[src/verilog/motion_pkg.sv]
// Motion pipeline types; arrays are sized for max_motors and only num_motors entries are live
package motion_pkg;

  // Upper bound on axes
  localparam int max_motors = 4;

  localparam int dda_bits      = 32;  // Accumulator and increment width
  localparam int position_bits = 32;
  localparam int duration_bits = 32;  // Move length in DDA ticks

  // One buffered move
  typedef struct packed {
    logic [duration_bits-1:0]                 duration;
    logic [max_motors-1:0]                    dir_mask;    // 1 moves forward
    logic [max_motors-1:0][dda_bits-1:0]      increments;  // Indexed by axis
  } move_cmd_t;

  // Broadcast from sequencer to every axis
  typedef struct packed {
    logic tick;
    logic load;
    logic running;
  } axis_ctrl_t;

  typedef logic signed [position_bits-1:0] position_t;

  // Per-axis positions
  typedef position_t [max_motors-1:0] position_vec_t;

  // Sequencer FSM
  typedef enum logic [1:0] {
    idle,
    load,
    run
  } seq_state_e;

endpackage

[src/verilog/spi_protocol_pkg.sv]
// Host word protocol constants; the opcode is the top byte of a header word and indices the low byte
package spi_protocol_pkg;

  // Host word
  localparam int word_bits = 64;

  typedef logic [word_bits-1:0] word_t;

  // Header opcodes
  typedef enum logic [7:0] {
    cmd_coordinated_step = 8'h01,
    cmd_status_reg       = 8'hF1,
    cmd_config_reg       = 8'hF2
  } opcode_e;

  // Status register indices
  localparam int status_version        = 0;
  localparam int status_channel_info   = 1;
  localparam int status_position_start = 2;  // Axis n sits at 2+n

  // Config register indices
  localparam int config_enable = 0;
  localparam int config_clocks = 1;

  // DDA tick divisor after reset
  localparam logic [7:0] default_clock_divisor = 8'd32;

  // Version bytes
  localparam logic [7:0] version_major = 8'd1;
  localparam logic [7:0] version_minor = 8'd0;
  localparam logic [7:0] version_patch = 8'd0;

  localparam word_t version_word = {
    {(word_bits - 24){1'b0}},
    version_major,
    version_minor,
    version_patch
  };

endpackage
[src/verilog/motion_controller_top.sv]
// num_motors from 1 to max_motors and buffer_size a power of two; moves sent while full are lost
`timescale 1ns/1ps

module motion_controller_top #(
  parameter int num_motors  = 2,
  parameter int buffer_size = 2
) (
  input  logic                    CLK,
  input  logic                    resetn,
  input  spi_protocol_pkg::word_t word_data_received,
  input  logic                    word_received,
  output spi_protocol_pkg::word_t word_send_data,
  output logic                    buffer_dtr,
  output logic                    move_done,
  output logic [num_motors-1:0]   step,
  output logic [num_motors-1:0]   dir,
  output logic [num_motors-1:0]   enable
);
  import motion_pkg::*;

  logic                                 push;
  logic                                 take;
  logic                                 slot_valid;
  move_cmd_t                            new_move;
  move_cmd_t                            slot;
  axis_ctrl_t                           axis_ctrl;
  position_vec_t                        positions;
  logic [7:0]                           clock_divisor;
  logic [max_motors-1:0]                dir_mask;
  logic [max_motors-1:0][dda_bits-1:0]  increments;

  word_cmd_parser #(.num_motors(num_motors), .buffer_size(buffer_size)) u_parser (
    .CLK(CLK), .resetn(resetn),
    .word_data_received(word_data_received), .word_received(word_received),
    .positions(positions), .word_send_data(word_send_data),
    .push(push), .move(new_move),
    .enable_mask(enable), .clock_divisor(clock_divisor)  // Enable register drives the pins
  );

  move_buffer #(.buffer_size(buffer_size)) u_buffer (
    .CLK(CLK), .resetn(resetn), .push(push), .move(new_move), .take(take),
    .slot(slot), .slot_valid(slot_valid), .buffer_dtr(buffer_dtr)
  );

  move_sequencer u_sequencer (
    .CLK(CLK), .resetn(resetn), .clock_divisor(clock_divisor),
    .slot(slot), .slot_valid(slot_valid), .take(take), .axis_ctrl(axis_ctrl),
    .move_done(move_done), .dir_mask(dir_mask), .increments(increments)
  );

  for (genvar g = 0; g < max_motors; g++) begin : g_axis
    if (g < num_motors) begin : g_live
      assign dir[g] = dir_mask[g];
      dda_axis u_axis (
        .CLK(CLK), .resetn(resetn), .axis_ctrl(axis_ctrl),
        .increment(increments[g]), .dir(dir_mask[g]),
        .step(step[g]), .position(positions[g])
      );
    end else begin : g_unused
      assign positions[g] = '0;  // Absent axis reads as zero
    end
  end

endmodule

[src/verilog/word_cmd_parser.sv]
// Host data must stay stable while word_received is high; each reply appears 2 cycles after the word
`timescale 1ns/1ps

module word_cmd_parser #(
  parameter int num_motors  = 2,
  parameter int buffer_size = 2
) (
  input  logic                      CLK,
  input  logic                      resetn,
  input  spi_protocol_pkg::word_t   word_data_received,
  input  logic                      word_received,
  input  motion_pkg::position_vec_t positions,
  output spi_protocol_pkg::word_t   word_send_data,
  output logic                      push,
  output motion_pkg::move_cmd_t     move,
  output logic [num_motors-1:0]     enable_mask,
  output logic [7:0]                clock_divisor
);
  import spi_protocol_pkg::*;
  import motion_pkg::*;

  localparam int cnt_bits  = $clog2(num_motors + 2);
  localparam int last_word = num_motors + 1;  // Duration plus one increment per axis

  if (num_motors < 1 || num_motors > max_motors) begin : g_bad_motors
    $error("num_motors must lie between 1 and max_motors");
  end

  logic [1:0]          rx_sync;     // Current and previous word_received sample
  logic                word_event;  // One cycle per counted word
  word_t               word_in_q;
  word_t               word_q;      // Word under decode
  opcode_e             hdr_op;
  opcode_e             cur_op;
  logic                in_txn;      // Waiting for follow-up words
  logic [cnt_bits-1:0] word_cnt;
  logic [7:0]          cfg_idx;
  move_cmd_t           move_asm;

  assign hdr_op = opcode_e'(word_q[word_bits-1 -: 8]);
  assign move   = move_asm;

  function automatic word_t status_read(input logic [7:0] idx);
    word_t                    r;
    logic [position_bits-1:0] p;
    r = '0;
    p = '0;
    if (idx == status_version) begin
      r = version_word;
    end else if (idx == status_channel_info) begin
      r[7:0]  = 8'(num_motors);
      r[15:8] = 8'(buffer_size);
    end
    for (int n = 0; n < num_motors; n++) begin
      if (idx == status_position_start + n) begin
        p = positions[n];
        r = {{(word_bits - position_bits){p[position_bits-1]}}, p};  // Sign extend
      end
    end
    return r;
  endfunction

  function automatic word_t config_read(input logic [7:0] idx);
    word_t r;
    r = '0;
    if (idx == config_enable) r[num_motors-1:0] = enable_mask;
    else if (idx == config_clocks) r[7:0] = clock_divisor;
    return r;
  endfunction

  // Rising edge of word_received, registered once more for the 2 cycle reply
  always_ff @(posedge CLK) begin
    if (resetn) begin
      rx_sync    <= '0;
      word_event <= 1'b0;
    end else begin
      rx_sync    <= {rx_sync[0], word_received};
      word_event <= rx_sync[0] & ~rx_sync[1];
    end
  end

  always_ff @(posedge CLK) begin
    word_in_q <= word_data_received;
    if (rx_sync[0] & ~rx_sync[1]) word_q <= word_in_q;  // Data seen with the edge
  end

  always_ff @(posedge CLK) begin
    if (resetn) begin
      word_send_data <= '0;
      push           <= 1'b0;
      in_txn         <= 1'b0;
      cur_op         <= cmd_status_reg;
      word_cnt       <= '0;
      cfg_idx        <= '0;
      enable_mask    <= '0;
      clock_divisor  <= default_clock_divisor;
    end else begin
      push <= 1'b0;
      if (word_event) begin
        word_send_data <= '0;  // Move words and unknowns answer zero
        if (!in_txn) begin
          cur_op <= hdr_op;
          case (hdr_op)
            cmd_coordinated_step: begin
              in_txn   <= 1'b1;
              word_cnt <= cnt_bits'(1);
            end
            cmd_status_reg: word_send_data <= status_read(word_q[7:0]);
            cmd_config_reg: begin
              in_txn         <= 1'b1;
              cfg_idx        <= word_q[7:0];
              word_send_data <= config_read(word_q[7:0]);
            end
            default: ;
          endcase
        end else if (cur_op == cmd_config_reg) begin
          // Second config word writes
          in_txn <= 1'b0;
          if (cfg_idx == config_enable) enable_mask <= word_q[num_motors-1:0];
          else if (cfg_idx == config_clocks) clock_divisor <= word_q[7:0];
        end else if (word_cnt == cnt_bits'(last_word)) begin
          in_txn   <= 1'b0;
          word_cnt <= '0;
          push     <= 1'b1;  // Move complete
        end else begin
          word_cnt <= word_cnt + 1'b1;
        end
      end
    end
  end

  // Move assembly
  always_ff @(posedge CLK) begin
    if (word_event) begin
      if (!in_txn && hdr_op == cmd_coordinated_step) begin
        move_asm.duration   <= '0;
        move_asm.increments <= '0;
        move_asm.dir_mask   <= max_motors'(word_q[num_motors-1:0]);
      end else if (in_txn && cur_op == cmd_coordinated_step) begin
        if (word_cnt == cnt_bits'(1)) move_asm.duration <= word_q[duration_bits-1:0];
        else move_asm.increments[word_cnt - cnt_bits'(2)] <= word_q[dda_bits-1:0];
      end
    end
  end

  a_word_cnt_range: assert property (@(posedge CLK) disable iff (resetn)
    word_cnt <= cnt_bits'(last_word));

endmodule

[src/verilog/move_sequencer.sv]
// Divisors below 2 run the DDA tick at half the clock; a move lasts duration ticks, 0 acts as 1
`timescale 1ns/1ps

module move_sequencer (
  input  logic                                                    CLK,
  input  logic                                                    resetn,
  input  logic [7:0]                                              clock_divisor,
  input  motion_pkg::move_cmd_t                                   slot,
  input  logic                                                    slot_valid,
  output logic                                                    take,
  output motion_pkg::axis_ctrl_t                                  axis_ctrl,
  output logic                                                    move_done,
  output logic [motion_pkg::max_motors-1:0]                       dir_mask,
  output logic [motion_pkg::max_motors-1:0][motion_pkg::dda_bits-1:0] increments
);
  import motion_pkg::*;

  logic [7:0]               div_cnt;
  logic [7:0]               div_limit;
  logic                     tick;
  seq_state_e               state;
  logic [duration_bits-1:0] ticks_left;

  assign div_limit = (clock_divisor < 8'd2) ? 8'd1 : clock_divisor - 8'd1;

  // Free-running tick divider
  always_ff @(posedge CLK) begin
    if (resetn) begin
      div_cnt <= '0;
      tick    <= 1'b0;
    end else if (div_cnt >= div_limit) begin
      div_cnt <= '0;
      tick    <= 1'b1;
    end else begin
      div_cnt <= div_cnt + 1'b1;
      tick    <= 1'b0;
    end
  end

  assign take = (state == idle) && slot_valid;  // Frees the slot as it is captured

  always_comb begin
    axis_ctrl.tick    = tick;
    axis_ctrl.load    = (state == load);
    axis_ctrl.running = (state == run);
  end

  always_ff @(posedge CLK) begin
    if (resetn) begin
      state      <= idle;
      ticks_left <= '0;
      move_done  <= 1'b0;
    end else begin
      move_done <= 1'b0;
      case (state)
        idle: if (slot_valid) begin
          ticks_left <= slot.duration;
          state      <= load;
        end
        load: state <= run;  // Axes clear accumulators here
        run: if (tick) begin
          if (ticks_left <= duration_bits'(1)) begin
            move_done <= 1'b1;
            state     <= idle;
          end else begin
            ticks_left <= ticks_left - 1'b1;
          end
        end
        default: state <= idle;
      endcase
    end
  end

  // Loaded move fields held for the axes
  always_ff @(posedge CLK) begin
    if (take) begin
      dir_mask   <= slot.dir_mask;
      increments <= slot.increments;
    end
  end

  a_done_pulse: assert property (@(posedge CLK) disable iff (resetn)
    move_done |=> !move_done);

endmodule

[src/verilog/move_buffer.sv]
// Ring of buffer_size move slots; a push while full is dropped, so the host must watch buffer_dtr
`timescale 1ns/1ps

module move_buffer #(
  parameter int buffer_size = 2
) (
  input  logic                  CLK,
  input  logic                  resetn,
  input  logic                  push,
  input  motion_pkg::move_cmd_t move,
  input  logic                  take,
  output motion_pkg::move_cmd_t slot,
  output logic                  slot_valid,
  output logic                  buffer_dtr
);
  import motion_pkg::*;

  localparam int ptr_bits = (buffer_size > 1) ? $clog2(buffer_size) : 1;

  move_cmd_t           slots [buffer_size];
  logic [ptr_bits-1:0] wr_ptr;
  logic [ptr_bits-1:0] rd_ptr;
  logic [ptr_bits:0]   count;
  logic                full;
  logic                accept;
  logic                retire;

  function automatic logic [ptr_bits-1:0] next_ptr(input logic [ptr_bits-1:0] p);
    if (p == ptr_bits'(buffer_size - 1)) return '0;
    return p + 1'b1;
  endfunction

  assign full       = (count == (ptr_bits + 1)'(buffer_size));
  assign accept     = push && !full;      // Full pushes are lost
  assign retire     = take && slot_valid;
  assign slot_valid = (count != '0);
  assign buffer_dtr = !full;
  assign slot       = slots[rd_ptr];      // Oldest move

  always_ff @(posedge CLK) begin
    if (accept) slots[wr_ptr] <= move;
  end

  always_ff @(posedge CLK) begin
    if (resetn) begin
      wr_ptr <= '0;
      rd_ptr <= '0;
      count  <= '0;
    end else begin
      if (accept) wr_ptr <= next_ptr(wr_ptr);
      if (retire) rd_ptr <= next_ptr(rd_ptr);
      case ({accept, retire})
        2'b10:   count <= count + 1'b1;
        2'b01:   count <= count - 1'b1;
        default: ;  // Both or neither
      endcase
    end
  end

  // Sequencer may only free a slot that holds a move
  a_take_valid: assert property (@(posedge CLK) disable iff (resetn)
    take |-> slot_valid);

endmodule

[src/verilog/dda_axis.sv]
// One DDA axis; steps equal floor(duration x increment / 2^dda_bits) and position wraps at 32 bits
`timescale 1ns/1ps

module dda_axis (
  input  logic                                       CLK,
  input  logic                                       resetn,
  input  motion_pkg::axis_ctrl_t                     axis_ctrl,
  input  logic [motion_pkg::dda_bits-1:0]            increment,
  input  logic                                       dir,
  output logic                                       step,
  output logic signed [motion_pkg::position_bits-1:0] position
);
  import motion_pkg::*;

  logic [dda_bits-1:0] accum;
  logic [dda_bits:0]   sum;  // Top bit is the carry

  assign sum = {1'b0, accum} + {1'b0, increment};

  always_ff @(posedge CLK) begin
    if (resetn) begin
      accum    <= '0;
      step     <= 1'b0;
      position <= '0;
    end else begin
      step <= 1'b0;
      if (axis_ctrl.load) begin
        accum <= '0;  // Fresh move
      end else if (axis_ctrl.tick && axis_ctrl.running) begin
        accum <= sum[dda_bits-1:0];
        if (sum[dda_bits]) begin
          step <= 1'b1;
          // Forward counts up
          if (dir) position <= position + 1;
          else position <= position - 1;
        end
      end
    end
  end

  // Step follows a running tick from the sequencer
  a_step_on_tick: assert property (@(posedge CLK) disable iff (resetn)
    step |-> $past(axis_ctrl.tick && axis_ctrl.running));

endmodule

[config.mk]
export PLATFORM = sky130hd
export DESIGN_NAME = motion_controller_top
export DESIGN_NICKNAME = d
export VERILOG_FILES = /design/src/verilog/motion_pkg.sv /design/src/verilog/spi_protocol_pkg.sv /design/src/verilog/motion_controller_top.sv /design/src/verilog/word_cmd_parser.sv /design/src/verilog/move_sequencer.sv /design/src/verilog/move_buffer.sv /design/src/verilog/dda_axis.sv
export SDC_FILE = /design/constraint.sdc
export NUM_CORES = 1
export LEC_CHECK = 0
export ABC_AREA = 1
export BUFFER_PORTS_ARGS = -buffer_cell sky130_fd_sc_hd__buf_4
export CELL_PAD_IN_SITES_DETAIL_PLACEMENT = 0
export CELL_PAD_IN_SITES_GLOBAL_PLACEMENT = 2
export CORE_MARGIN = 2
export CORE_UTILIZATION = 41
export CTS_CLUSTER_DIAMETER = 60
export DETAILED_ROUTE_END_ITERATION = 6
export GPL_TIMING_DRIVEN = 1
export PLACE_DENSITY = 0.86
export SLEW_MARGIN = 20
export SYNTH_ARGS = -nofsm -noshare
export SYNTH_HDL_FRONTEND = slang
export SYNTH_SLANG_ARGS = --single-unit
[constraint.sdc]
create_clock -name CLK -period 13.3 [get_ports CLK]
set_input_delay 3.325 -clock CLK [delete_from_list [all_inputs] [get_ports CLK]]
set_output_delay 3.325 -clock CLK [all_outputs]
set_load 0.02 [all_outputs]
# Yosys cells after proc, flatten, opt, wreduce, memory -nomap -nowiden
# Memories as Yosys holds them, arrays and structs flattened. A register that Yosys moved wholly into a read port is not among the register bits.
# Index checks and enable logic that the tools add are counted.
word_totals:
  regBits: 631
  ramBits: 324
  inputBits: 67
  mem_count: 1
mem_list:
  columns: ["memory", "words", "word_bits", "rd", "rd_clocked_by_memory_dff", "write_ports", "line_no", "rtl"]
  rows:
  - ["u_buffer.slots", 2, 162, 1, 1, 1, "move_buffer.sv:20", "move_cmd_t slots [buffer_size];"]
op_classes:
  addsub: 15
  order_cmp: 5
  eq_ne: 22
  mux: 56
  bitwise_logic: 9
  reduce_logical: 36
ops:
  columns: ["cell", "n"]
  rows:
  - ["$mux W128", 2]
  - ["$mux W32", 8]
  - ["$mux W64", 3]
  - ["$bwmux W128", 1]
  - ["$pmux W64 S2", 1]
  - ["$add A32 B32 Y33", 2]
  - ["$add A32 B2 Y32 const B", 2]
  - ["$demux W32 S2", 1]
  - ["$pmux W32 S2", 1]
  - ["$sub A32 B2 Y32 const B", 2]
  - ["$eq A8 B1 Y1 const B", 4]
  - ["$le A32 B1 Y1 const B", 1]
  - ["$sub A32 B1 Y32 const B", 1]
  - ["$eq A8 B8 Y1 const B", 3]
  - ["$mux W1", 24]
  - ["$reduce_and A3 Y1", 7]
  - ["$eq A8 B2 Y1 const B", 2]
  - ["$logic_not A8 Y1", 2]
  - ["$mux W16", 1]
  - ["$mux W2", 8]
  - ["$mux W8", 2]
  - ["$reduce_bool A2 Y1", 6]
  - ["$mux W10", 1]
  - ["$ne A2 B2 Y1 const B", 5]
  - ["27 further kinds", 53]

# Depth between registers and ports, before layout
depth:
  depth_word: 8
  mapped_depth: 16
  ltp_nobuf: 15

# Hierarchy
# A second synthesis with hierarchy kept.
unflattened:
  hier_cells: 5301
  hier_area_um2: 46822.4
by_module_without_submodules:
  columns: ["module", "instances", "cells_each", "area_each_um2"]
  rows:
  - ["dda_axis", 2, 1373, 7427.1]
  - ["word_cmd_parser", 1, 1256, 12368.1]
  - ["move_buffer", 1, 548, 12172.9]
  - ["move_sequencer", 1, 750, 7423.4]
  - ["motion_controller_top", 1, 1, 3.8]

# Least setup slack after synthesis
# OpenSTA, ideal clock, no wires.
synth_timing:
  path_type: "register to register"
  start: "reg u_buffer.count[0]"
  end: "mem u_buffer.slots[1][0] (netlist bit) (enable)"
  setup_time_ns: 0.557
  t_arrival_ns: 4.841
  path_slack_ns: 7.902
  stages_incl_launch_ff: 5
  n_path_buf: 0
  synth_period_minus_slack_ns: 5.398
  path_cell_list: "dfxtp_1 > inv_1 > nand2_1 > nand2_1 > nor2_1"
synth_between:
  elab_chain_cells: 5
synth_lines:
  columns: ["item", "line_no", "rtl"]
  rows:
  - ["start, declared", "move_buffer.sv:23", "logic [ptr_bits:0] count;"]
  - ["start signal, assigned", "move_buffer.sv:53", "2'b10: count <= count + 1'b1;"]
  - ["start signal, assigned", "move_buffer.sv:54", "2'b01: count <= count - 1'b1;"]
  - ["$eq A2 B2 Y1", "move_buffer.sv:33", "assign full = (count == (ptr_bits + 1)'(buffer_size));"]
  - ["$logic_not A1 Y1", null, null]
  - ["named net buffer_dtr", "motion_controller_top.sv:13", "output logic buffer_dtr,"]
  - ["$logic_and A1 B1 Y1", "move_buffer.sv:34", "assign accept = push && !full;"]
  - ["$mux W1", "move_buffer.sv:41", "if (accept) slots[wr_ptr] <= move;"]
  - ["$mux W1 (implied by the code)", "move_buffer.sv:41", null]
  - ["end, declared", "move_buffer.sv:20", null]
# The timed path passes the listed nets, and every way through them passes these cells.

==> results.md <==
* Outcome: complete, no violations
* Main combinational cell family by area after synthesis: simple AND/OR/NAND/NOR gates
* Highest routed layer: met4
* Mean Syn Cell Area at 7.93 sq um
* Cells after synthesis at 4448
* Crit. End Element: output port
* Top cell family by delay on the critical path: flip-flops
* Max Cap Violations at 0
* Initial antenna violation count at 0
* Setup CP Type: flop to output port
* Vias per cell at 4.92
* Sink Count at 684
* Final Wtd Congestion at 0.858
* Xor and xnor area share after synthesis at 0.0169
* DRC at 0
* Distinct cells, synth at 54
* Die width at 297 um
* Pleak at 0.0180 uW
* Cell Area, Synth at 35300 sq um
* Worst path arrival time at 1.93 ns
* CTS Hold Bufs at 0
* Die ar. at 88400 sq um
* Post-synth ARST share at 0
* Number of enable flip-flop cells after synthesis at 400
* Largest net degree at the start of global routing at 89
* Post CTS Setup Buffer Count at 0
* Clock latency on the worst-skew pair at 0.65 ns
* Clk buf depth at 3
* Share of layout cells above drive strength 1 at 0.0739
* #FFs+latches synth at 684
* Seq/Total Area, Yosys at 0.502
* Total iterations of the first detailed-routing run at 5
* Crit path time final at 5.26 ns
* Layout area overhead at 12.9%
* Critical Path RT at 9.97 ns
* DP Wirelength at 70.1 mm
* Fin crit share at 0.395
* Worst-Margin Slew at 1.10 ns
* Largest cells by area after synthesis: edfxtp_1 34%, dfxtp_1 16%, nand2_1 15%
* Number of port buffers at 114
* Die H at 297 um
* Ys Warns at 0
* Slew Viols, Final at 0
* Commonest non-fill, non-tap cell in the layout: nand2_1
* CP startpoint kind: flop
* PD cells at 152 nW/um^2
* Register clock-pin slew on the reported worst setup and hold paths at 0.06 ns
* Layout Nets at 4729
* F_max at 190 MHz
* Most used DFF post-synth: edfxtp_1
* Post-Synth Adder-Cell Area at 0.0519
* Grt total ovfl at 0
* DRT iter0 DRCs at 2163
* Final Hold Viols at 0
* Leading area contributor after synthesis: edfxtp_1
* Vias in the first global route at 27300
* CP bufs+invs at 1
* Commonest non-fill, non-tap cells in the layout: 1417 x nand2_1, 575 x inv_1, 441 x nor2_1, 400 x edfxtp_1, 371 x a21oi_1
* Initial Util at 0.414
* Antenna diodes at 0
* H-Tree Depth at 3
* Final WL at 99.7 mm
* I/O Pins at 139
* First-pass GRT wire length at 156 mm
* Placed insts at 5575
* Footprint of the multi-input gates at 14600 sq um
* Antenna Nets Post-Route at 0
* CTS buffer count at 85
* Clock skew at 0.0162 ns
* Met3 wire length at 4.26 mm
* Area of the core at 85100 sq um
* CTS resizes at 0
* VDD IR max at 130 uV
* Multiplexer share of the synthesized area at 0
* Synth Area in Simple Gates at 0.248
* TritonCTS clock tree: yes
* Vias after detailed routing at 28200
* Setup TNS at 0 ns
* Average wire per standard cell at 17.4 um
* Final setup viols at 0
* Met2 wire length at 43.5 mm
* Final Non-Filler Cells at 5734
* Register area at 17700 sq um
* Top-area cell type share of the netlist area at 0.341
* Filler Cells Inserted at 8630
* Slowest stage cell on the critical path: dfxtp_1
* Unrepaired setup endpoints after global routing: no
* M1 WL at 49.8 mm
* Hold WC Path Type: flop to flop
* Worst-path fanout max at 34
* Core Rows at 107
* Clk root buf: clkbuf_16
* Worst-path cell chain: buf_4
* Total track usage at 0.224
* Slew Limit Headroom at 0.266
* CP max stage delay at 0.99 ns
* Synth Area in Compound Gates at 0.0953
* Syn Nets at 4659
cells by family after synthesis:
family | after synthesis
flops | 684
xor+xnor | 68
simple gates | 2174
fa+ha+maj | 144
buf+inv | 747
compound gates | 631
layout make-up:
type	instances	share of cell area
repair buffers	141	0.0266
inverters	589	0.0557
well taps	1144	0.0359
flip-flops and latches	684	0.444
clock buffers	111	0.0587
clock inverters	48	0.0130
multi-input cells	3017	0.366
worst paths after layout:
check        slack, ns                         from  depth (start not counted)                              endpoint
min               0.40       u_parser.word_in_q[27]                          0                   u_parser.word_q[27]
max reg2reg       9.82         u_sequencer.state[1]                         10  g_axis[0].g_live.u_axis.position[26]
max               8.04  u_parser.word_send_data[62]                          1                    word_send_data[60]
min reg2reg       0.40       u_parser.word_in_q[27]                          0                   u_parser.word_q[27]
per-stage QoR:
step / worst slack [ns] / cell area (sq um) / hold WS (ns) / util / total power (uW)
after floorplan: 7.90 / 35300 / 0.386 / - / 3360
after detailed placement: 7.80 / 37000 / 0.389 / 0.434 / 3750
after global routing: 7.89 / 39800 / 0.398 / 0.468 / 6350
final: 8.04 / 39800 / 0.398 / 0.468 / 6040
after CTS: 7.98 / 39800 / 0.399 / 0.468 / 6100
after global placement: 7.81 / 37000 / 0.386 / 0.434 / 3760
metal layers:
layer,track usage,vias to the layer above
met2,0.352,562
met3,0.0270,122
met1,0.330,13000
met5,0,-
met4,0.0530,0
li1,-,14500
power by group:
group / internal, uW / total, uW / switching (uW) / leakage [uW]
Clock: 1360 / 2320 / 961 / 0.00137
Combinational: 380 / 1260 / 882 / 0.0107
Sequential: 2350 / 2450 / 101 / 0.00592
Total: 4100 / 6040 / 1940 / 0.0180
state kept, by name, summed over array words and instances, names as in the netlist, 2 cells and up, named ones only:
name / flops
g_axis.g_live.u_axis.accum: 64
g_axis.g_live.u_axis.position: 64
g_axis.g_live.u_axis.step: 2
u_buffer.count: 2
u_buffer.slots: 196
u_parser.cfg_idx: 8
u_parser.clock_divisor: 8
u_parser.cur_op: 8
u_parser.enable_mask: 2
u_parser.move: 98
u_parser.rx_sync: 2
u_parser.word_cnt: 2
u_parser.word_in_q: 40
u_parser.word_q: 40
u_parser.word_send_data: 32
u_sequencer.dir_mask: 2
u_sequencer.div_cnt: 8
u_sequencer.increments: 64
u_sequencer.state: 2
u_sequencer.ticks_left: 32
synthesized netlist by cell type, drive strengths merged, types with 2 or more instances:
cell type / number
a211oi: 2
a21o: 5
a21oi: 376
a22oi: 2
a31oi: 3
and2: 6
buf: 75
clkbuf: 83
clkinv: 3
dfxtp: 284
edfxtp: 400
fa: 4
ha: 140
inv: 586
nand2: 1429
nand3: 161
nand3b: 11
nand4: 36
nor2: 451
nor3: 57
nor4: 9
o2111ai: 3
o211ai: 3
o21ai: 201
o21bai: 22
o22ai: 10
o32ai: 2
or2: 11
xnor2: 11
xor2: 57
Note: power is estimated with default switching activity, not from simulation.
